`src/rtl/conv_config.svh`:
```
`ifndef CONV_CONFIG_SVH
`define CONV_CONFIG_SVH

// lane counts of the engine.
// one weight lane per output channel, one pixel lane per unit.
`define CONV_UNITS 4
`define CONV_MEMBERS 4

// word widths.
// the product is twice the input width and is widened again by the accumulator.
`define CONV_WORD_IN 8
`define CONV_WORD_ACC 24

// number of register stages in each multiplier.
// must be at least 1.
`define CONV_MUL_LATENCY 2

`endif

```
`src/rtl/conv_pkg.sv`:
```
`default_nettype none

`include "conv_config.svh"

package conv_pkg;

  // word types, all signed two's complement.
  typedef logic signed [`CONV_WORD_IN-1:0] in_word_t;
  typedef logic signed [2*`CONV_WORD_IN-1:0] prod_word_t;
  typedef logic signed [`CONV_WORD_ACC-1:0] acc_word_t;

  // per-beat control bits that travel alongside the data.
  typedef struct packed {
    logic is_cin_last;
    logic is_config;
    logic last;
  } beat_flags_t;

  // one input beat: a weight per member and a pixel per unit.
  typedef struct packed {
    in_word_t [`CONV_MEMBERS-1:0] weights;
    in_word_t [`CONV_UNITS-1:0] pixels;
  } beat_data_t;

  // indexed as [member][unit] in both blocks.
  typedef prod_word_t [`CONV_MEMBERS-1:0][`CONV_UNITS-1:0] prod_block_t;
  typedef acc_word_t [`CONV_MEMBERS-1:0][`CONV_UNITS-1:0] result_block_t;

endpackage

`default_nettype wire

```
`src/rtl/acc_array.sv`:
```
`default_nettype none

`include "conv_config.svh"

// one accumulator per member/unit pair, plus the output data register.
module acc_array (
  input  wire                        clk,
  input  wire                        rst,
  input  wire                        run,
  input  wire                        acc_valid,
  input  wire                        acc_bypass,
  input  wire                        acc_emit,
  input  wire conv_pkg::prod_block_t prod,
  output conv_pkg::result_block_t    m_data
);

  conv_pkg::result_block_t sum_q;
  conv_pkg::result_block_t sum_next;

  // an empty slot adds zero, so a partial sum survives pipeline bubbles.
  always_comb begin
    conv_pkg::acc_word_t addend;
    for (int m = 0; m < `CONV_MEMBERS; m++) begin
      for (int u = 0; u < `CONV_UNITS; u++) begin
        if (acc_valid) begin
          addend = $signed(prod[m][u]);
        end else begin
          addend = '0;
        end
        if (acc_bypass) begin
          sum_next[m][u] = addend;
        end else begin
          sum_next[m][u] = sum_q[m][u] + addend;
        end
      end
    end
  end

  //////////////////////////////////////////////////////////////////////
  // sum and output registers
  //////////////////////////////////////////////////////////////////////

  // cleared sums let the first beat after reset start a fresh total.
  always_ff @(posedge clk) begin
    if (rst) begin
      sum_q <= '0;
    end else if (run) begin
      sum_q <= sum_next;
    end
  end

  // the finished sum is captured here and held until the next emit.
  always_ff @(posedge clk) begin
    if (run && acc_emit) begin
      m_data <= sum_next;
    end
  end

endmodule

`default_nettype wire

```
`config.mk`:
```
export PLATFORM = sky130hd
export DESIGN_NAME = acc_array
export DESIGN_NICKNAME = d
export VERILOG_FILES = /design/src/rtl/conv_pkg.sv /design/src/rtl/acc_array.sv
export VERILOG_INCLUDE_DIRS = /design/src /design/src/rtl
export SDC_FILE = /design/constraint.sdc
export NUM_CORES = 2
export LEC_CHECK = 0
export BUFFER_PORTS_ARGS = -buffer_cell sky130_fd_sc_hd__buf_4
export CORE_AREA = 5 5 367 369
export CTS_CLUSTER_SIZE = 14
export DETAILED_ROUTE_END_ITERATION = 6
export DIE_AREA = 0 0 372 374
export GPL_ROUTABILITY_DRIVEN = 0
export PLACE_DENSITY = 0.56
export SLEW_MARGIN = 20
export SYNTH_ARGS = -nofsm -noshare
export SYNTH_HDL_FRONTEND = slang
export SYNTH_SLANG_ARGS = --single-unit
```
`constraint.sdc`:
```
create_clock -name clk -period 22.1 [get_ports clk]
set_input_delay 1.105 -clock clk [delete_from_list [all_inputs] [get_ports clk]]
set_output_delay 1.105 -clock clk [all_outputs]
set_load 0.01 [all_outputs]
```
; ---- After elaboration in Yosys (flattened, before gate mapping)
; Cells that the tools add are included.
[totals]
regBits = 768
latchBits = 0
ram_bits = 0
romBits = 0
in_bits = 262
out_inout_bits = 384
elab_cells = 81
n_memories = 0
[op_classes]
n_addsub = 16
n_mul = 0
div = 0
order_cmp = 0
eq_ne = 0
shift = 0
muxes = 32
bitwise = 0
reduce_logical = 1
[op_table]
columns = operator, n
row1 = two-way mux 24 bit, 32
row2 = adder 24 bit, 16
row3 = logical AND 1 bit, 1

; ---- Logic depth before layout (Yosys ltp)
[depth]
ltp_word = 3
ltp_mapped = 20
mapped_depth_nobuf = 14

; ---- Least setup slack after synthesis
; OpenSTA, ideal clock, no wires.
[synth_path]
path_type = input port to flip-flop
from = input run
to = register m_data[0] (netlist bit) (enable)
setup_time_ps = 794
arrival_ps = 10616
required_time_ps = 21306
slack_ps = 10690
stages = 4
n_path_buf = 3
path_cell_list = clkbuf_1 clkbuf_1 buf_1 and2_1
[synth_via]
elab_chain_len = 1
[synth_lines]
columns = item, line
row1 = "start, declared", acc_array.sv:9  ; input wire run,
row2 = logical AND 1 bit, acc_array.sv:54  ; if (run && acc_emit) begin
row3 = "end signal, assigned", acc_array.sv:55  ; m_data <= sum_next;
row4 = "end, declared", acc_array.sv:14  ; output conv_pkg::result_block_t m_data
; Every way passes these cells.
; A chain may end at the register's enable or synchronous reset.

==> summary.md <==
| Metric | Value |
|---|---|
| Synth Register Bits | around 770 |
| Vias/cell | ~5.7 |
| Drt drc | 0 |
| Multi-input logic area | ~30000 um^2 |
| Drt initial violations | around 3400 |
| Die Wd | around 370 um |
| Placed cell area | 57700 um^2 |
| CTS tree | built |
| Tot GR Track Use | 23.3% |
| Post-synthesis cell area | a little over 50000 um^2 |
| Net Count, Synth | approximately 6700 |
| ANT nets after route | 0 |
| Async set or reset register ratio after synthesis | 0% |
| Power per cell area | 67.9 nW/um^2 |
| WL/cell | approximately 20 um |
| Req. time, crit path | 22520 ps |
| Post-CTS Setup Bufs | 0 |
| Largest stage delay, worst path | about 700 ps |
| Hold Path Origin | sum_q[296]$_SDFFE_PP0P_ |
| Register Area | roughly 19000 um^2 |
| Final core utilization | a little under half |
| Worst-case vdd ir drop | 0.0623 mV |
| Critical path fanouts, max | 68 |
| Setup TNS | 0 ps |
| Prevailing post-synth register cell | edfxtp_1 |
| # resized after CTS | 0 |
| Main area contributors after synthesis | edfxtp_1, dfxtp_1, ha_1 |
| Final Hold Viols | 0 |
| CTS H-tree depth | 3 |
| Synth Warn # | 0 |
| Root buf cell | clkbuf_16 |
| Row count | around 130 |
| Netlist cell types | 100 |
| Main combinational cell family by area after synthesis | compound AO/OA/AOI/OAI gates |
| CP Launch Point | acc_valid |
| First-pass GRT wire length | between 200 and 300 mm |
| Clock Path Buffers | 3 |
| Worst-path cell chain | clkbuf_8 > buf_4 > buf_4 > and2_1 > ha_1 > inv_1 > fa_1 > inv_1 > a21o_1 > a211oi_1 > a211oi_1 > o311ai_1 > a21oi_1 > a21oi_1 > o21a_1 > o21ai_0 > o211ai_1 |
| Post-Synth XOR/XNOR Area | roughly 4.6% |
| Mean Syn Cell Area | approximately 8.4 um^2 |
| Clock-pin transition on the worst setup and hold timing paths | about 60 ps |
| Post-synthesis mux area share | around 4.5% |
| Post-Syn Instances | 6198 |
| RR Startpoint | sum_q[0]$_SDFFE_PP0P_ |
| Static leakage | ~25 nW |
| Final period util | 25.7% |
| Worst-Margin Slew | 1010 ps |
| # nets final | between 7000 and 8000 |
| Core Box Area | about 130000 um^2 |
| Non-Filler Instances | around 8400 |
| Fillers | 12900 |
| Yosys top cell by area | edfxtp_1 |
| Crit. End Element | flop |
| DPL Wire Length | approximately 120 mm |
| Layout cell share with drive strength beyond 1 | between 10 and 15% |
| Area fraction in and, or, nand and nor cells after synthesis | between 20 and 25% |
| Port Buffers | approximately 650 |
| Drt total wl | about 170 mm |
| Fin crit period | about 5700 ps |
| Area of the die | between 100000 and 150000 um^2 |
| Top Family by Delay on Critical Path | compound AO/OA/AOI/OAI gates |
| Synth top cells by count | nand2_1, nor2_1, o21ai_0, a21oi_1 |
| Top-level port count | 646 |
| Sequential element share of the synthesized area | approximately 37% |
| Layout area overhead | 17.7% |
| Startpoint types | input port |
| Status | complete, no violations |
| Count leader, synth | nand2_1 |
| Hold_buf cts | 0 |
| Number of global-route vias before repair | 45800 |
| Grt ovf | 0 |
| Final Cell Area | between 60000 and 70000 um^2 |
| TritonCTS Buffers | 96 |
| Max Cap Viol | 0 |
| Slew margin rel. | between 30 and 40% |
| # clock sinks | 768 |
| Worst min path class | flop to flop |
| Adder-Cell Fraction of Synth Area | 6.41% |
| Number of synthesized flops with an enable pin | between 300 and 400 |
| FMAX | around 180 MHz |
| Compound-cell area share of the yosys netlist | between 20 and 25% |
| Share of the synthesized area in the top cell type | between 20% and 30% |
| Total number of vias | between 40000 and 50000 |
| Die height | around 370 um |
| Starting Density | about 40% |
| Power, Total | just over 4 mW |
| Setup violators final | 0 |
| CP Buf/Inv Count | 5 |
| Unrepaired setup endpoints after global routing | false |
| Slew Limit Fails | 0 |
| Clock Latency Late Sink | roughly 700 ps |
| Slowest cell on crit path | a21oi_1 |
| Setup skew after layout | approximately 23 ps |
| WP data arrival | 6100 ps |
| Drt first pass iters | 6 |
| Largest net degree at the start of global routing | around 150 |
| Initial antenna violation count | 8 |
| Placed cell count | 8226 |
| Crit path kind | input port to flop |
[layout by cell type (no fill, tap or decap), types with 174 or more instances in the layout]
cell type,instances
nand2_1,701
buf_4,684
nor2_1,646
o21ai_0,493
a21oi_1,433
edfxtp_1,384
dfxtp_1,384
and2_1,252
ha_1,240
mux2i_1,197
xnor2_1,174
[worst min-delay path: cells and delay by family, from the launching register on]
| family | cells | cell delay, ps |
|---|---|---|
| AO/OA/AOI/OAI | 1 | 50 |
| flip-flops | 1 | 310 |
| AND/OR/NAND/NOR | 1 | 60 |
[power breakdown]
| group | internal (mW) | switching [mW] |
|---|---|---|
| sequential | 1.60 | 0.0784 |
| combinational | 0.334 | 0.486 |
| clock | 0.975 | 0.662 |
| total | 2.91 | 1.23 |
[flip-flops by register name (all words and copies together) (netlist names)]
name / count
m_data: 384
sum_q: 384
[stage by stage]
stage	setup slack (ps)	hold WS, ps
after floorplan	10690	440
after global placement	15810	452
after detailed placement	15700	461
after CTS	16490	469
after global routing	16080	486
final	16420	471
[path summary, 6_finish.rpt]
check | slack [ps] | cells after the start | endpoint
hold / removal | 470 | 2 | sum_q[296]$_SDFFE_PP0P_
hold reg to reg | 470 | 2 | sum_q[296]$_SDFFE_PP0P_
setup / recovery | 16420 | 17 | m_data[262]$_DFFE_PP_
setup reg to reg | 18110 | 13 | m_data[22]$_DFFE_PP_
[metal layers]
metal	vias up	share of wire (%)	global-route usage, %
met5	-	0.024	0
met4	6	2.1	5.69
met3	194	7.4	5.48
met2	1430	46	38.7
met1	22800	44	30.7
li1	23400	-	-
[cell families (layout without fill, tap and decap cells)]
group,after synthesis,count (layout)
AND/OR/NAND/NOR,2278,2278
multiplexers,228,228
XOR/XNOR,270,270
other,0,3
flip-flops,768,768
AO/OA/AOI/OAI,1827,1827
adder cells (fa/ha/maj),256,256
buffers and inverters,571,1025
[layout make-up]
type | count | area share [%]
clock buffers | 133 | 4.45
diodes | 3 | 0.0123
flip-flops and latches | 768 | 31.5
inverters | 152 | 0.960
repair buffers | 692 | 8.63
clock inverters | 48 | 0.878
multi-input cells | 4859 | 50.0
well taps | 1755 | 3.60
No activity file was read; power rests on OpenSTA's default activity.
