### config.mk
export PLATFORM = sky130hd
export DESIGN_NAME = mul_array
export DESIGN_NICKNAME = d
export VERILOG_FILES = /design/src/rtl/conv_pkg.sv /design/src/rtl/mul_array.sv
export VERILOG_INCLUDE_DIRS = /design/src /design/src/rtl
export SDC_FILE = /design/constraint.sdc
export NUM_CORES = 2
export LEC_CHECK = 0
export BUFFER_PORTS_ARGS = -buffer_cell sky130_fd_sc_hd__buf_2
export CAP_MARGIN = 20
export CORE_ASPECT_RATIO = 1.25
export CORE_UTILIZATION = 35
export DETAILED_ROUTE_END_ITERATION = 12
export PLACE_DENSITY_LB_ADDON = 0.1
export SLEW_MARGIN = 20
export SYNTH_ARGS = -nofsm -noshare
export SYNTH_HDL_FRONTEND = slang
export SYNTH_SLANG_ARGS = --single-unit
### constraint.sdc
create_clock -name clk -period 5.77 [get_ports clk]
set_input_delay 0.577 -clock clk [delete_from_list [all_inputs] [get_ports clk]]
set_output_delay 0.577 -clock clk [all_outputs]
set_load 0.05 [all_outputs]
### src/rtl/conv_config.svh
`ifndef CONV_CONFIG_SVH
`define CONV_CONFIG_SVH

// lane counts of the engine.
// one weight lane per output channel, one pixel lane per unit.
`define CONV_UNITS 4
`define CONV_MEMBERS 4

// word widths.
// the product is twice the input width and is widened again by the accumulator.
`define CONV_WORD_IN 8
`define CONV_WORD_ACC 24

// number of register stages in each multiplier.
// must be at least 1.
`define CONV_MUL_LATENCY 2

`endif

### src/rtl/conv_pkg.sv
`default_nettype none

`include "conv_config.svh"

package conv_pkg;

  // word types, all signed two's complement.
  typedef logic signed [`CONV_WORD_IN-1:0] in_word_t;
  typedef logic signed [2*`CONV_WORD_IN-1:0] prod_word_t;
  typedef logic signed [`CONV_WORD_ACC-1:0] acc_word_t;

  // per-beat control bits that travel alongside the data.
  typedef struct packed {
    logic is_cin_last;
    logic is_config;
    logic last;
  } beat_flags_t;

  // one input beat: a weight per member and a pixel per unit.
  typedef struct packed {
    in_word_t [`CONV_MEMBERS-1:0] weights;
    in_word_t [`CONV_UNITS-1:0] pixels;
  } beat_data_t;

  // indexed as [member][unit] in both blocks.
  typedef prod_word_t [`CONV_MEMBERS-1:0][`CONV_UNITS-1:0] prod_block_t;
  typedef acc_word_t [`CONV_MEMBERS-1:0][`CONV_UNITS-1:0] result_block_t;

endpackage

`default_nettype wire

### src/rtl/mul_array.sv
`default_nettype none

`include "conv_config.svh"

// signed multipliers for every member/unit pair.
// each member's weight is shared by all units, each unit's pixel by all members.
module mul_array (
  input  wire                       clk,
  input  wire                       run,
  input  wire conv_pkg::beat_data_t s_data,
  output conv_pkg::prod_block_t     prod
);

  conv_pkg::prod_block_t                          products;
  conv_pkg::prod_block_t [`CONV_MUL_LATENCY-1:0]  pipe;

  //////////////////////////////////////////////////////////////////////
  // multiply
  //////////////////////////////////////////////////////////////////////

  // both operands are sign extended to the product width before multiplying.
  always_comb begin
    for (int m = 0; m < `CONV_MEMBERS; m++) begin
      for (int u = 0; u < `CONV_UNITS; u++) begin
        products[m][u] = $signed(s_data.weights[m]) * $signed(s_data.pixels[u]);
      end
    end
  end

  //////////////////////////////////////////////////////////////////////
  // pipeline
  //////////////////////////////////////////////////////////////////////

  // retiming these stages into the multiplier is left to synthesis.
  always_ff @(posedge clk) begin
    if (run) begin
      pipe[0] <= products;
      for (int i = 1; i < `CONV_MUL_LATENCY; i++) begin
        pipe[i] <= pipe[i-1];
      end
    end
  end

  assign prod = pipe[`CONV_MUL_LATENCY-1];

endmodule

`default_nettype wire

* Yosys cells after proc, flatten, opt, wreduce, memory -nomap -nowiden *
Index checks and enable logic that the tools add are counted.

storage, ports and cells
  bits in registers = 512
  bits of input ports = 66
  output and inout port bits = 256
  word-level logic and storage cells = 48

operators by class
  multiply operators = 16

operators with widths
  operator                                      count
  8-bit by 8-bit multiplier with 16-bit output  16

* Logic depth before layout (Yosys ltp) *
  word-level depth = 1
  mapped depth = 17
  depth with buffers taken out = 16

* Worst setup path before layout *
OpenSTA, ideal clock, no wires.

  kind = input -> register
  start = in s_data[63] (netlist bit)
  end = reg pipe[254] (netlist bit) (data pin)
  setup time = 0.258 ns
  arrival time = 4.309 ns
  required time = 5.512 ns
  setup slack = 1.204 ns
  cell stages on the path = 15
  buffers on the path = 1
  path through = clkbuf_1 nand2_1 inv_1 fa_1 inv_1 fa_1 inv_1 fa_1 fa_1 ha_1 or3_4 a2111oi_4 o31ai_2 a21oi_2 xnor2_1

RTL lines
  item                            line             text
  start: declaration              mul_array.sv:10  input wire conv_pkg::beat_data_t s_data,
  end signal: indexed assignment  mul_array.sv:39  pipe[i] <= pipe[i-1];
  end: declaration                mul_array.sv:15  conv_pkg::prod_block_t [`CONV_MUL_LATENCY-1:0] pipe;

==> reports/metrics.yaml <==
h-tree-depth: 3
relative_max_transition_margin: 0.228
synth_top_area_frac: 0.304
core.rowCount: 166
global_route_wire_length_before_repair_um: 221000
hold_path.startpoint: "run"
fmaxAchievable_mhz: 210
p_switching_uw: 12800
timing.rr.start: "pipe[159]"
core_area_um2: 164000
numPortBuffers: 321
crit_path_start_kind: "input port"
drc: 0
dp_hpwl_um: 105000
criticalPathCategory: "in2reg"
clock_power_share: 0.148
final_layout_size_suffix_gt1_frac: 0.0949
design_area_um2: 62600
mostFrequentLayoutCell: "sky130_fd_sc_hd__inv_1"
postCtsResizedCells: 0
timing.clock.skew_ps: 30.2
number_of_nets_in_the_layout: 6904
timing.final.max_slew_violations: 0
worst_hold_path.num_cells: 1
ys_ff_latch: 512
worstMarginPinSlew_ps: 1160
die_x_um: 366
crit_required_ps: 6180
vias_per_cell: 4.58
syn_area_per_cell_um2: 10.6
setup_violating_endpoint_count_in_the_final_report: 0
timing.final.crit_share: 0.824
holdBufCountCts: 0
critical_path_arrival_ps: 5170
switching_share: 0.447
gp_congestion: 0.799
cts.sinks: 512
setup.reg_to_reg.worst_slack_ps: 4970
num_vias: 35429
status: "finished clean"
holdPathEnd: "pipe[30]"
chipHeight_um: 457
sequential_cell_area_fraction_in_the_yosys_report: 0.265
synthesis_to_finish_area_growth_pct: 7.90
first_global_vias: 38605
worst_skew_pair.late_latency_ps: 680
clk_pin_slew_ps: 60
layout.cells.most_common_list: "sky130_fd_sc_hd__inv_1 (1287), sky130_fd_sc_hd__fa_1 (880), sky130_fd_sc_hd__and2_1 (678), sky130_fd_sc_hd__edfxtp_1 (512), sky130_fd_sc_hd__ha_1 (464)"
post_synthesis_cell_area_um2: 58000
synth_ff_type: "sky130_fd_sc_hd__edfxtp_1"
drt_wl_total_um: 138000
power.leakage_uw: 0.0288
antenna_found_initial: 27
gr-total-overflow: 0
grt_setup_unrepaired: "false"
power_density_nw_per_um2: 457
detail_route.first_pass.iterations: 5
timing.critical_path.to_type: "register"
detailed_place.area_um2: 60500
synth.area.top_cells: "sky130_fd_sc_hd__fa_1 (30%), sky130_fd_sc_hd__edfxtp_1 (26%), sky130_fd_sc_hd__ha_1 (10%)"
synthesis.instances: 5471
drv.max_cap_violation_count: 0
wl_per_cell_um: 17.9
yosys.cell_types.count: 51
r2r-end: "prod[159]"
cts.root.buffer_cell: "sky130_fd_sc_hd__clkbuf_16"
clock_tree_from_tritoncts: "yes"
power_frac_seq: 0.237
antenna_left: 0
grt_usage: 0.171
min-delay-path-class: "in2reg"
cp_max_fo: 23
ys.warnings.count: 0
timing.final.hold_violations: 0
die_area_um2: 167000
setup_bufs_post_cts: 0
grt_max_degree: 155
utilization: 0.381
finalWorstPathRequiredPeriod_ps: 4750
synth_enable_flop_cells: 512
syn-num-nets: 6881
yosys.area.top_type: "sky130_fd_sc_hd__fa_1"
dr.first_iter.drc_count: 1601
intPower_uw: 15800
synthArstFlopShare: 0
setup_tns_ps: 0
cts-buffers-inserted: 66
reg2reg_depth: 0
ios: 322
vdd.ir_drop.worst_uv: 291
cts.path.max_buffers: 3
floorplan.initialDensity: 0.353
power_frac_comb: 0.615
[worst max path at each step]
| stage | from | to | slack, ps | cells after the start |
|---|---|---|---|---|
| floorplan | s_data[63] | pipe[254] | 1200 | 15 |
| finish | s_data[2] | pipe[207] | 1020 | 15 |
| detailed placement | s_data[2] | pipe[205] | 300 | 15 |
| global placement | s_data[2] | pipe[15] | 300 | 15 |
| CTS | s_data[2] | pipe[205] | 1040 | 15 |
| global route | s_data[2] | pipe[207] | 590 | 15 |
[critical path, cell delays in order]
cell and delay [ps]:
sky130_fd_sc_hd__buf_2 630, sky130_fd_sc_hd__nand2_1 290, sky130_fd_sc_hd__fa_1 480, sky130_fd_sc_hd__fa_1 550, sky130_fd_sc_hd__inv_1 60, sky130_fd_sc_hd__fa_1 530
sky130_fd_sc_hd__inv_1 50, sky130_fd_sc_hd__fa_1 480, sky130_fd_sc_hd__inv_1 50, sky130_fd_sc_hd__ha_1 340, sky130_fd_sc_hd__a2111oi_0 420, sky130_fd_sc_hd__o21ai_0 220
sky130_fd_sc_hd__nand4_1 170, sky130_fd_sc_hd__a311oi_1 120, sky130_fd_sc_hd__xnor2_1 170
[cell type report]
type | instances | area, µm²
Tap cell | 2184 | 2730
Antenna cell | 4 | 10.0
Sequential cell | 512 | 15400
Fill cell | 16464 | 102000
Clock inverter | 40 | 428
Clock buffer | 75 | 1730
Multi-Input combinational cell | 3224 | 35200
Timing Repair Buffer | 403 | 2330
Inverter | 1287 | 4830
[Yosys cell counts (6+ instances only)]
cell type,instances
sky130_fd_sc_hd__buf_4,256
sky130_fd_sc_hd__xor2_1,29
sky130_fd_sc_hd__o2bb2ai_1,13
sky130_fd_sc_hd__mux2i_1,6
sky130_fd_sc_hd__and2_1,678
sky130_fd_sc_hd__o211ai_1,20
sky130_fd_sc_hd__a211oi_1,22
sky130_fd_sc_hd__a311oi_1,10
sky130_fd_sc_hd__a31oi_1,26
sky130_fd_sc_hd__ha_1,464
sky130_fd_sc_hd__o21a_1,15
sky130_fd_sc_hd__o21bai_1,17
sky130_fd_sc_hd__nand2b_1,25
sky130_fd_sc_hd__nand3b_1,7
sky130_fd_sc_hd__nand2_1,274
sky130_fd_sc_hd__a2111oi_0,15
sky130_fd_sc_hd__nor3_1,29
sky130_fd_sc_hd__nor2_1,64
sky130_fd_sc_hd__fa_1,880
sky130_fd_sc_hd__inv_1,1287
sky130_fd_sc_hd__a21oi_1,82
sky130_fd_sc_hd__nand4_1,20
sky130_fd_sc_hd__clkbuf_1,192
sky130_fd_sc_hd__edfxtp_1,512
sky130_fd_sc_hd__nor4b_1,9
sky130_fd_sc_hd__nand3_1,9
sky130_fd_sc_hd__nor2b_1,124
sky130_fd_sc_hd__a21o_1,17
sky130_fd_sc_hd__xnor2_1,228
sky130_fd_sc_hd__nor3b_1,9
sky130_fd_sc_hd__o21ai_0,70
sky130_fd_sc_hd__mux2_2,16
sky130_fd_sc_hd__or3_1,7
[power groups by stage]
stage               registers, µW  clock network (µW)  logic (µW)
floorplan                    6620                   0       14000
global placement             6890                   0       17800
detailed placement           6880                   0       17800
CTS                          6830                4450       18000
global route                 6920                4540       20000
finish                       6790                4240       17600
[through the flow]
stage | setup slack [ps] | total power [µW] | hold slack, ps | cells
after floorplan | 1200 | 20700 | 400 | 5471
after global placement | 295 | 24700 | 401 | 7610
after detailed placement | 304 | 24700 | 405 | 7610
after CTS | 1040 | 29300 | 322 | 7725
after global routing | 592 | 31500 | 353 | 7726
final | 1020 | 28600 | 345 | 7729
[registers in the layout (all words and copies together) (netlist names)]
name	count
pipe	256
prod	256
[per-layer routing]
metal	share of wire	vias to the layer above	wire length (µm)	track usage
met5	0.00046	-	64	0
met3	0.041	152	5710	0.0265
met1	0.45	18182	61900	0.227
met4	0.023	10	3160	0.0478
li1	-	16503	-	-
met2	0.49	582	67300	0.290
[kinds of logic after synthesis]
| kind of cell | synth area share |
|---|---|
| compound gates | 0.0372 |
| xor+xnor | 0.0388 |
| fa+ha+maj | 0.404 |
| buf+inv | 0.129 |
| flops | 0.265 |
| mux | 0.00414 |
| simple gates | 0.123 |
Power figures use the tool's default switching activity.
