===== src/rtl/conv_config.svh =====
`ifndef CONV_CONFIG_SVH
`define CONV_CONFIG_SVH

// lane counts of the engine.
// one weight lane per output channel, one pixel lane per unit.
`define CONV_UNITS 4
`define CONV_MEMBERS 4

// word widths.
// the product is twice the input width and is widened again by the accumulator.
`define CONV_WORD_IN 8
`define CONV_WORD_ACC 24

// number of register stages in each multiplier.
// must be at least 1.
`define CONV_MUL_LATENCY 2

`endif


===== src/rtl/conv_pkg.sv =====
`default_nettype none

`include "conv_config.svh"

package conv_pkg;

  // word types, all signed two's complement.
  typedef logic signed [`CONV_WORD_IN-1:0] in_word_t;
  typedef logic signed [2*`CONV_WORD_IN-1:0] prod_word_t;
  typedef logic signed [`CONV_WORD_ACC-1:0] acc_word_t;

  // per-beat control bits that travel alongside the data.
  typedef struct packed {
    logic is_cin_last;
    logic is_config;
    logic last;
  } beat_flags_t;

  // one input beat: a weight per member and a pixel per unit.
  typedef struct packed {
    in_word_t [`CONV_MEMBERS-1:0] weights;
    in_word_t [`CONV_UNITS-1:0] pixels;
  } beat_data_t;

  // indexed as [member][unit] in both blocks.
  typedef prod_word_t [`CONV_MEMBERS-1:0][`CONV_UNITS-1:0] prod_block_t;
  typedef acc_word_t [`CONV_MEMBERS-1:0][`CONV_UNITS-1:0] result_block_t;

endpackage

`default_nettype wire


===== src/rtl/flag_delay.sv =====
`default_nettype none

`include "conv_config.svh"

// shift register for the beat valid and flags, as deep as the multipliers.
module flag_delay (
  input  wire                        clk,
  input  wire                        rst,
  input  wire                        run,
  input  wire                        valid_in,
  input  wire conv_pkg::beat_flags_t flags_in,
  output logic                       valid_out,
  output conv_pkg::beat_flags_t      flags_out
);

  logic [`CONV_MUL_LATENCY-1:0]                        valid_q;
  conv_pkg::beat_flags_t [`CONV_MUL_LATENCY-1:0]       flags_q;

  always_ff @(posedge clk) begin
    if (rst) begin
      valid_q <= '0;
    end else if (run) begin
      valid_q[0] <= valid_in;
      for (int i = 1; i < `CONV_MUL_LATENCY; i++) begin
        valid_q[i] <= valid_q[i-1];
      end
    end
  end

  // flags only matter while the matching valid bit is set.
  always_ff @(posedge clk) begin
    if (run) begin
      flags_q[0] <= flags_in;
      for (int i = 1; i < `CONV_MUL_LATENCY; i++) begin
        flags_q[i] <= flags_q[i-1];
      end
    end
  end

  assign valid_out = valid_q[`CONV_MUL_LATENCY-1];
  assign flags_out = flags_q[`CONV_MUL_LATENCY-1];

endmodule

`default_nettype wire


===== src/rtl/conv_control.sv =====
`default_nettype none

// control path of the engine.
// one global enable freezes the whole pipeline while a result waits for m_ready.
module conv_control (
  input  wire                        clk,
  input  wire                        rst,
  input  wire                        s_valid,
  input  wire                        m_ready,
  input  wire conv_pkg::beat_flags_t s_flags,
  output logic                       s_ready,
  output logic                       run,
  output logic                       acc_valid,
  output logic                       acc_bypass,
  output logic                       acc_emit,
  output logic                       m_valid,
  output logic                       m_last
);

  logic                  s_accept;
  logic                  valid_d;
  conv_pkg::beat_flags_t flags_d;
  logic                  bypass_q;

  // stall only while a result is held and the sink is not taking it.
  assign run      = !(m_valid && !m_ready);
  assign s_ready  = run;
  assign s_accept = s_valid && s_ready;

  // line the beat flags up with the products leaving the multipliers.
  flag_delay u_flag_delay (
    .clk       (clk),
    .rst       (rst),
    .run       (run),
    .valid_in  (s_accept),
    .flags_in  (s_flags),
    .valid_out (valid_d),
    .flags_out (flags_d)
  );

  //////////////////////////////////////////////////////////////////////
  // accumulator control
  //////////////////////////////////////////////////////////////////////

  assign acc_valid  = valid_d;
  assign acc_emit   = valid_d && (flags_d.is_cin_last || flags_d.is_config);
  assign acc_bypass = bypass_q;

  // a beat that closed a sum, or a config beat, makes the next beat start fresh.
  // config beats are expected on a sum boundary, so each one emits its raw products.
  always_ff @(posedge clk) begin
    if (rst) begin
      bypass_q <= 1'b0;
    end else if (run && valid_d) begin
      bypass_q <= flags_d.is_cin_last || flags_d.is_config;
    end
  end

  //////////////////////////////////////////////////////////////////////
  // output handshake
  //////////////////////////////////////////////////////////////////////

  // run is high whenever m_valid is low or a handshake happens, so
  // loading acc_emit here also drops m_valid after a handshake.
  always_ff @(posedge clk) begin
    if (rst) begin
      m_valid <= 1'b0;
      m_last  <= 1'b0;
    end else if (run) begin
      m_valid <= acc_emit;
      m_last  <= acc_emit && flags_d.last;
    end
  end

endmodule

`default_nettype wire


===== config.mk =====
export PLATFORM = sky130hd
export DESIGN_NAME = conv_control
export DESIGN_NICKNAME = d
export VERILOG_FILES = /design/src/rtl/conv_pkg.sv /design/src/rtl/flag_delay.sv /design/src/rtl/conv_control.sv
export VERILOG_INCLUDE_DIRS = /design/src /design/src/rtl
export SDC_FILE = /design/constraint.sdc
export NUM_CORES = 1
export LEC_CHECK = 0
export ABC_AREA = 1
export ABC_CLOCK_PERIOD_IN_PS = 900
export BUFFER_PORTS_ARGS = -buffer_cell sky130_fd_sc_hd__buf_2
export CAP_MARGIN = 20
export CORE_AREA = 2 2 39 41
export DETAILED_ROUTE_END_ITERATION = 6
export DIE_AREA = 0 0 41 43
export PLACE_DENSITY = 0.58
export RECOVER_POWER = 100
export SYNTH_ARGS = -nofsm -noshare
export SYNTH_HDL_FRONTEND = slang
export SYNTH_SLANG_ARGS = --single-unit

===== constraint.sdc =====
create_clock -name clk -period 0.9 [get_ports clk]
set_input_delay 0.09 -clock clk [delete_from_list [all_inputs] [get_ports clk]]
set_output_delay 0.09 -clock clk [all_outputs]
set_load 0.02 [all_outputs]

; ---- After elaboration in Yosys (flattened, before gate mapping)
; Cells that the tools add are included.
; W data, S select, Z words.
[word_totals]
regBits = 11
input_bits = 7
out_inout_bits = 7
[op_classes]
n_reduce_logical = 8
[ops]
columns = operator, n
row1 = $logic_and A1 B1 Y1, 5
row2 = $logic_not A1 Y1, 2
row3 = $logic_or A1 B1 Y1, 1

; ---- Longest topological paths before layout
; Gate-level depths: netlist of run 1.
[depth]
depth_word = 4
ltp_mapped = 4

; ---- Cells and area by module
; From an unflattened synthesis of run 1, not the netlist that was laid out.
[hier_totals]
cells_unflattened = 42
area_unflattened_um2 = 439.2
[by_module_without_submodules]
columns = mod, instances, cells_per_inst, area_each_um2, seq_area_each_um2
row1 = flag_delay, 1, 22, 286.5, 220.2
row2 = conv_control, 1, 20, 152.6, 60.1

; ---- Worst setup path before layout of run 1
; Ideal clock, no wire load.
[synth_path]
path_type = flip-flop to flip-flop
startpoint = reg u_flag_delay.valid_q[1]
endpoint = reg m_last
setup_ns = 0.066
arrival_time_ns = 0.973
t_required_ns = 0.834
setup_slack_ns = -0.139
path_stages_with_launch = 5
path_buffers = 0
synth_period_minus_slack_ns = 1.039
path_cell_list = dfxtp_1 -> inv_1 -> nor2_4 -> nand3_1 -> a21oi_2
[synth_between]
elab_chain_len = 2
[synth_rtl]
columns = item, line
row1 = from (decl), flag_delay.sv:16  ; logic [`CONV_MUL_LATENCY-1:0] valid_q;
row2 = "from (signal, indexed assignment)", flag_delay.sv:25  ; valid_q[i] <= valid_q[i-1];
row3 = $logic_and A1 B1 Y1, conv_control.sv:46  ; assign acc_emit = valid_d && (flags_d.is_cin_last || flags_d.is_config);
row4 = net acc_emit, conv_control.sv:15  ; output logic acc_emit,
row5 = $logic_and A1 B1 Y1, conv_control.sv:71  ; m_last <= acc_emit && flags_d.last;
row6 = to (signal assigned), conv_control.sv:71
row7 = to (decl), conv_control.sv:17  ; output logic m_last
; The timed path passes the listed nets, and every way through them passes these cells.
; A chain may end at the register's enable or synchronous reset.

; ---- Worst setup path in the final report of run 1
[layout_path]
startpoint = reg u_flag_delay.flags_q (netlist bit u_flag_delay.flags_out[2])
endpoint = out acc_emit
[layout_between]
elab_chain_len = 2
[layout_rtl]
columns = item, line
row1 = from (decl), flag_delay.sv:17  ; conv_pkg::beat_flags_t [`CONV_MUL_LATENCY-1:0] flags_q;
row2 = "from (signal, indexed assignment)", flag_delay.sv:35  ; flags_q[i] <= flags_q[i-1];
row3 = $logic_or A1 B1 Y1, conv_control.sv:46
row4 = $logic_and A1 B1 Y1, conv_control.sv:46
row5 = to (decl), conv_control.sv:15
; Every way passes these cells.

==> impl_results.md, run 1 <==
- Fin. max-slew vios: 0
- Worst path required time: 0.81 ns
- Vias per cell: 4.38
- CP Launch Type: flop
- Syn Std Cell Area: approximately 400 um^2
- Area delta synth->final: 70.9%
- Clock transition at the registers of the reported paths: around 0.070 ns
- Synth Net Count: 39
- 1st-iter DRT viols: 1
- Top-count cell post-synth: edfxtp_1
- Cell Area, Placed: 483 um^2
- Post-route ant nets: 0
- Clock latency on the worst-skew pair: roughly 0.26 ns
- Failing checks: setup timing
- Synth cell count leaders: edfxtp_1, dfxtp_1, nand2_1
- Root buffer cell: clkbuf_4
- Async set-reset flop share out of synthesis: 0
- Post-DP HPWL: 410 um
- Remaining Overflow, GRT: 0
- Clock sinks: 11
- Setup-failing EPs final: 7
- Die ar.: 0.00176 mm^2
- FF-to-FF Start: u_flag_delay.flags_out[2]
- Setup crit end kind: output port
- Top-area cell type share of the netlist area: 0.450
- Via count: 320
- Netlist cell types: 14
- CP Max Fanout: 2
- Mapped Cells: 32
- Final Critical Period: 1.05 ns
- Setup WS post-layout: -0.151 ns
- Antenna violations before repair: 0
- Ratio of cells with drive above 1 in the final layout: 0.684
- CP Class: reg2out
- CP Cell Sequence: nor2_2, nor2_4, buf_6
- CTS tree: yes
- Outcome: complete, but fails checks
- Final Cycle Share: 1.17
- Main synth FF type: edfxtp_1
- H-Tree Depth: 1
- Synth area leaders: edfxtp_1, dfxtp_1, nor2_4
- WL per Instance: roughly 11 um
- GRT Resource Usage Total: 0.106
- Fmax: 951 MHz
- Gpl congestion: a little under 0.6
- Worst r2r path cells: 6
- First-pass GRT wire length: ~1100 um
- DIE WIDTH: 41 um
- Fill cells: between 100 and 150
- Largest net degree at the start of global routing: 10
- Final WL: 772 um
- Longest Clk Path Bufs: 2
- #FFs+latches synth: 11
- Post-Layout Inst Area: 684 um^2
- IO Port Bufs: 13
- Slowest CP cell: edfxtp_1
- Top delay family on crit path: flip-flops
- Final Net Count: 65
- Die height: 43 um
- Min-delay src: rst
- MaxCap Viol Count: 0
- Cells after DPL: 60
- Worst vdd ir: 1060 uV
- Num rows: 14
- TritonCTS buffer count: 3
- Slowest stage delay, CP: between 0.3 and 0.4 ns
- Lkg Pwr: 0.283 nW
- Fin Setup TNS: -0.641 ns
- Starting density of the core: 0.289
- Pwr Density: ~1500 mW/mm^2
- Total core area: between 0.001 and 0.0015 mm^2
- Ys Warns: 0
- Unrepaired setup endpoints after global routing: true
- Worst slew margin: 0.883
- Worst min-delay path class: in2reg
- Area occupied by multi-input gates: 134 um^2
- Pre-antenna DRT Iters: 2
- Syn avg cell area: 12.5 um^2
- Arrival time worst endpoint: 0.96 ns
- Worst hold path cell count: 2
- Endpoint of the worst hold path: m_valid
- Vias in the first global route: 284
- Layout Skew: 0.00449 ns
- Post-Layout Cell Count: 73
- Worst-Margin Slew: 0.174 ns
- Post-synth EDFFs: 6
- DRC Markers: 0
- Sequential fraction of the synthesis area: 0.700
- Hold Fails Final Rpt: 0
- Critical path buffers and inverters: 1
- R2r endpoint: acc_bypass
- Synth area leader: edfxtp_1
- N_diodes: 0
- FF-to-FF setup slack: -0.13 ns
- I/O pin cnt: 14
- Sequential cell area: 288 um^2
metal layers:
metal / track usage / vias to the layer above / share of wire / routed length, um
li1: - / 156 / - / -
met1: 0.108 / 148 / 0.38 / 290
met2: 0.150 / 16 / 0.52 / 401
met3: 0.0942 / 0 / 0.10 / 81
met4: 0.0400 / 0 / 0 / 0
met5: 0 / - / 0 / 0
kinds of logic after synthesis:
kind of cell | synth area share
buf+inv | 0.0469
simple gates | 0.169
compound gates | 0.0844
flops | 0.700
timing repair:
item                                    4_1_cts  5_1_grt
hold buffers                                  3        0
endpoints found under the setup margin        4       15
hold endpoints to repair                      3        0
setup buffers                                 4        1
gates resized for setup                       8       18
gates cloned                                  0        1
pin swaps                                     3        3
final cells by class:
class / count / share of cell area
Inverter: 3 / 0.0201
Tap cell: 16 / 0.0293
Multi-Input combinational cell: 17 / 0.196
Clock buffer: 4 / 0.0384
Timing Repair Buffer: 22 / 0.296
Sequential cell: 11 / 0.420
worst max-delay path by stage:
stage,startpoint,to,slack (ns),depth (start not counted)
5_1_grt,u_flag_delay.flags_out[2],acc_emit,-0.22,3
4_1_cts,u_flag_delay.flags_out[2],acc_emit,-0.17,3
6_report,u_flag_delay.flags_out[2],acc_emit,-0.15,3
3_5_place_dp,u_flag_delay.flags_out[1],acc_emit,0.05,3
3_3_place_gp,u_flag_delay.flags_out[1],acc_emit,0.06,3
2_1_floorplan,u_flag_delay.valid_q[1],m_last,0.008,4
report_power, final:
part           switching [mW]  total [mW]  internal [mW]
logic                  0.0572       0.120         0.0627
clock network           0.153       0.324          0.171
registers              0.0122       0.566          0.554
total                   0.223        1.01          0.788
per-stage QoR:
step	total power [mW]	worst slack [ns]	utilization	hold slack (ns)
floorplan	0.616	0.00813	-	0.149
global placement	0.645	0.0604	0.349	0.267
detailed placement	0.646	0.0493	0.349	0.269
CTS	1.00	-0.169	0.430	0.0295
global route	1.07	-0.222	0.495	0.0510
finish	1.01	-0.151	0.495	0.0673
sequential cells by signal, indices dropped and copies added, names as in the netlist:
register and cells:
u_flag_delay.flags_q 3, u_flag_delay.flags_out 3, m_valid 1, u_flag_delay.valid_q 2
acc_bypass 1, m_last 1
layout by cell type (no fill, tap or decap):
| cell type | synthesis | routed |
|---|---|---|
| a21oi_2 | 1 | 5 |
| buf_2 | 0 | 7 |
| buf_4 | 1 | 4 |
| buf_6 | 0 | 6 |
| buf_8 | 0 | 1 |
| clkbuf_1 | 0 | 1 |
| clkbuf_16 | 0 | 1 |
| clkbuf_4 | 0 | 3 |
| dfxtp_1 | 5 | 3 |
| dfxtp_4 | 0 | 2 |
| dlygate4sd3_1 | 0 | 3 |
| edfxtp_1 | 6 | 6 |
| inv_1 | 1 | 1 |
| inv_2 | 2 | 1 |
| inv_4 | 0 | 1 |
| nand2_1 | 5 | 3 |
| nand2_2 | 1 | 2 |
| nand2_4 | 1 | 2 |
| nand3_2 | 0 | 1 |
| nor2_2 | 0 | 1 |
| nor2_4 | 2 | 2 |
| o21ai_1 | 1 | 1 |
Note: power is estimated with default switching activity, not from simulation.
==> run 2, diff against run 1 <==
--- a/config.mk
+++ b/config.mk
@@ -13,7 +13,7 @@
 export CORE_AREA = 2 2 39 41
 export DETAILED_ROUTE_END_ITERATION = 6
 export DIE_AREA = 0 0 41 43
-export PLACE_DENSITY = 0.58
+export PLACE_DENSITY = 0.51
 export RECOVER_POWER = 100
 export SYNTH_ARGS = -nofsm -noshare
 export SYNTH_HDL_FRONTEND = slang
==> run 2 against run 1 <==
  * The run still ends with setup timing left
  * Clock-buffer cell count unchanged
  * Sequential share of layout area increased by 1.5 points
  * Fmax decreased by 0.37%
  * Sequential power about the same
  * Largest cell class unchanged
  * Highest routed layer unchanged
  * Critical endpoint unchanged
==> impl_results.md, run 2 (synthesis results as in run 1) <==
- Outcome: complete, but fails checks
- Failing checks: setup timing
- Sw Share: 0.227
- Fmax: 948 MHz
- I/O pin cnt: 14
- Area occupied by multi-input gates: 130 um^2
- DRC Markers: 0
- Clock share of power: 0.330
- Fin. max-slew vios: 0
- FF-to-FF Start: u_flag_delay.flags_out[1]
- Gpl congestion: 0.580
- Final Critical Period: 1.05 ns
- MaxCap Viol Count: 0
- Clock sinks: 11
- Setup WS post-layout: -0.155 ns
- Num rows: 14
- Arrival time worst endpoint: 0.96 ns
- Root buffer cell: clkbuf_4
- Dpl ws: 0.0373 ns
- H-Tree Depth: 1
- Pwr Density: 1530 mW/mm^2
- Most frequent cells in the layout: buf_2, edfxtp_1, nand2_1, buf_4, buf_6
- CP Launch Point: u_flag_delay.flags_out[1]
- Remaining Overflow, GRT: 0
- Fin Setup TNS: -0.644 ns
- Cell internal pwr: 0.781 mW
- WL per Instance: between 10 and 15 um
- Via count: around 310
- Die height: 43 um
- Clock transition at the registers of the reported paths: 0.07 ns
- Setup crit end kind: output port
- Worst slew margin: 0.899
- Largest net degree at the start of global routing: 11
- Post-layout util: 0.477
- Commonest non-fill, non-tap cell in the layout: buf_2
- TritonCTS buffer count: 3
- Post-Layout Inst Area: ~660 um^2
- Hold slack: 0.0461 ns
- Starting density of the core: 0.289
- CP Launch Type: flop
- Sequential cell area: 288 um^2
- GRT Resource Usage Total: 0.103
- Pre-antenna DRT Iters: 2
- N_diodes: 0
- Final Net Count: 64
- Post-DP HPWL: 427 um
- DIE WIDTH: 41 um
- 1st-iter DRT viols: 2
- Ratio of cells with drive above 1 in the final layout: 0.607
- IO Port Bufs: 13
- Final Cycle Share: 1.17
- Worst min-delay path class: in2reg
- Vias in the first global route: 279
- Final WL: 791 um
- Cell Area, Placed: 483 um^2
- Die ar.: between 0.0015 and 0.002 mm^2
- Cells after DPL: 60
- Worst path required time: a little over 0.8 ns
- Vias per cell: 4.28
- Combinational power share: 0.109
- First-pass GRT wire length: 1120 um
- Switch Pwr: 0.229 mW
- CP Max Fanout: 2
- Layout Skew: 0.00273 ns
- Antenna violations before repair: 0
- Reg power frac: 0.560
- Hold Fails Final Rpt: 0
- Setup-failing EPs final: 6
- Clock latency on the worst-skew pair: 0.26 ns
- Longest Clk Path Bufs: 2
- CP Class: reg2out
- Fill cells: 128
- Total Power: 1.01 mW
- Total core area: 0.00138 mm^2
- Unrepaired setup endpoints after global routing: true
- Area delta synth->final: 65.0%
- Post-Layout Cell Count: 72
- Min-delay src: rst
- Post-route ant nets: 0
- Worst-Margin Slew: roughly 0.15 ns
- Worst vdd ir: 940 uV
- CTS tree: yes
- Lkg Pwr: around 0.27 nW
-- run 2: what timing repair did --
action,CTS,global route
pin swaps,3,2
gates cloned,0,1
endpoints found under the hold margin,3,0
gates resized for setup,8,10
setup buffers,2,2
hold buffers,3,0
endpoints found under the setup margin,4,10
-- run 2: power groups by stage --
stage / Combinational [mW] / Sequential, mW / Clock (mW)
floorplan: 0.0322 / 0.584 / 0
global placement: 0.0690 / 0.576 / 0
detailed placement: 0.0692 / 0.577 / 0
CTS: 0.0902 / 0.567 / 0.346
global route: 0.119 / 0.571 / 0.388
finish: 0.110 / 0.566 / 0.334
-- run 2: final timing paths --
path	endpoint	slack, ns	depth (start not counted)
worst min register to register	u_flag_delay.flags_out[1]	0.42	0
worst min-delay path	m_valid	0.05	2
worst max-delay path	acc_emit	-0.15	3
worst max register to register	acc_bypass	-0.13	6
-- run 2: worst max-delay path, stage by stage, from the launching register on --
cell	delay, ns
edfxtp_1	0.38
nor2_2	0.16
nor2_4	0.05
buf_6	0.12
-- run 2: metal layers --
metal / track usage / vias to the layer above / part of all wire
li1: - / 154 / -
met1: 0.107 / 142 / 0.43
met2: 0.150 / 12 / 0.50
met3: 0.0471 / 0 / 0.068
met4: 0.0800 / 0 / 0
met5: 0 / - / 0
-- run 2: cell type report --
class,count,share of cell area
Multi-Input combinational cell,17,0.197
Clock buffer,4,0.0398
Tap cell,16,0.0303
Sequential cell,11,0.436
Inverter,3,0.0170
Timing Repair Buffer,21,0.280
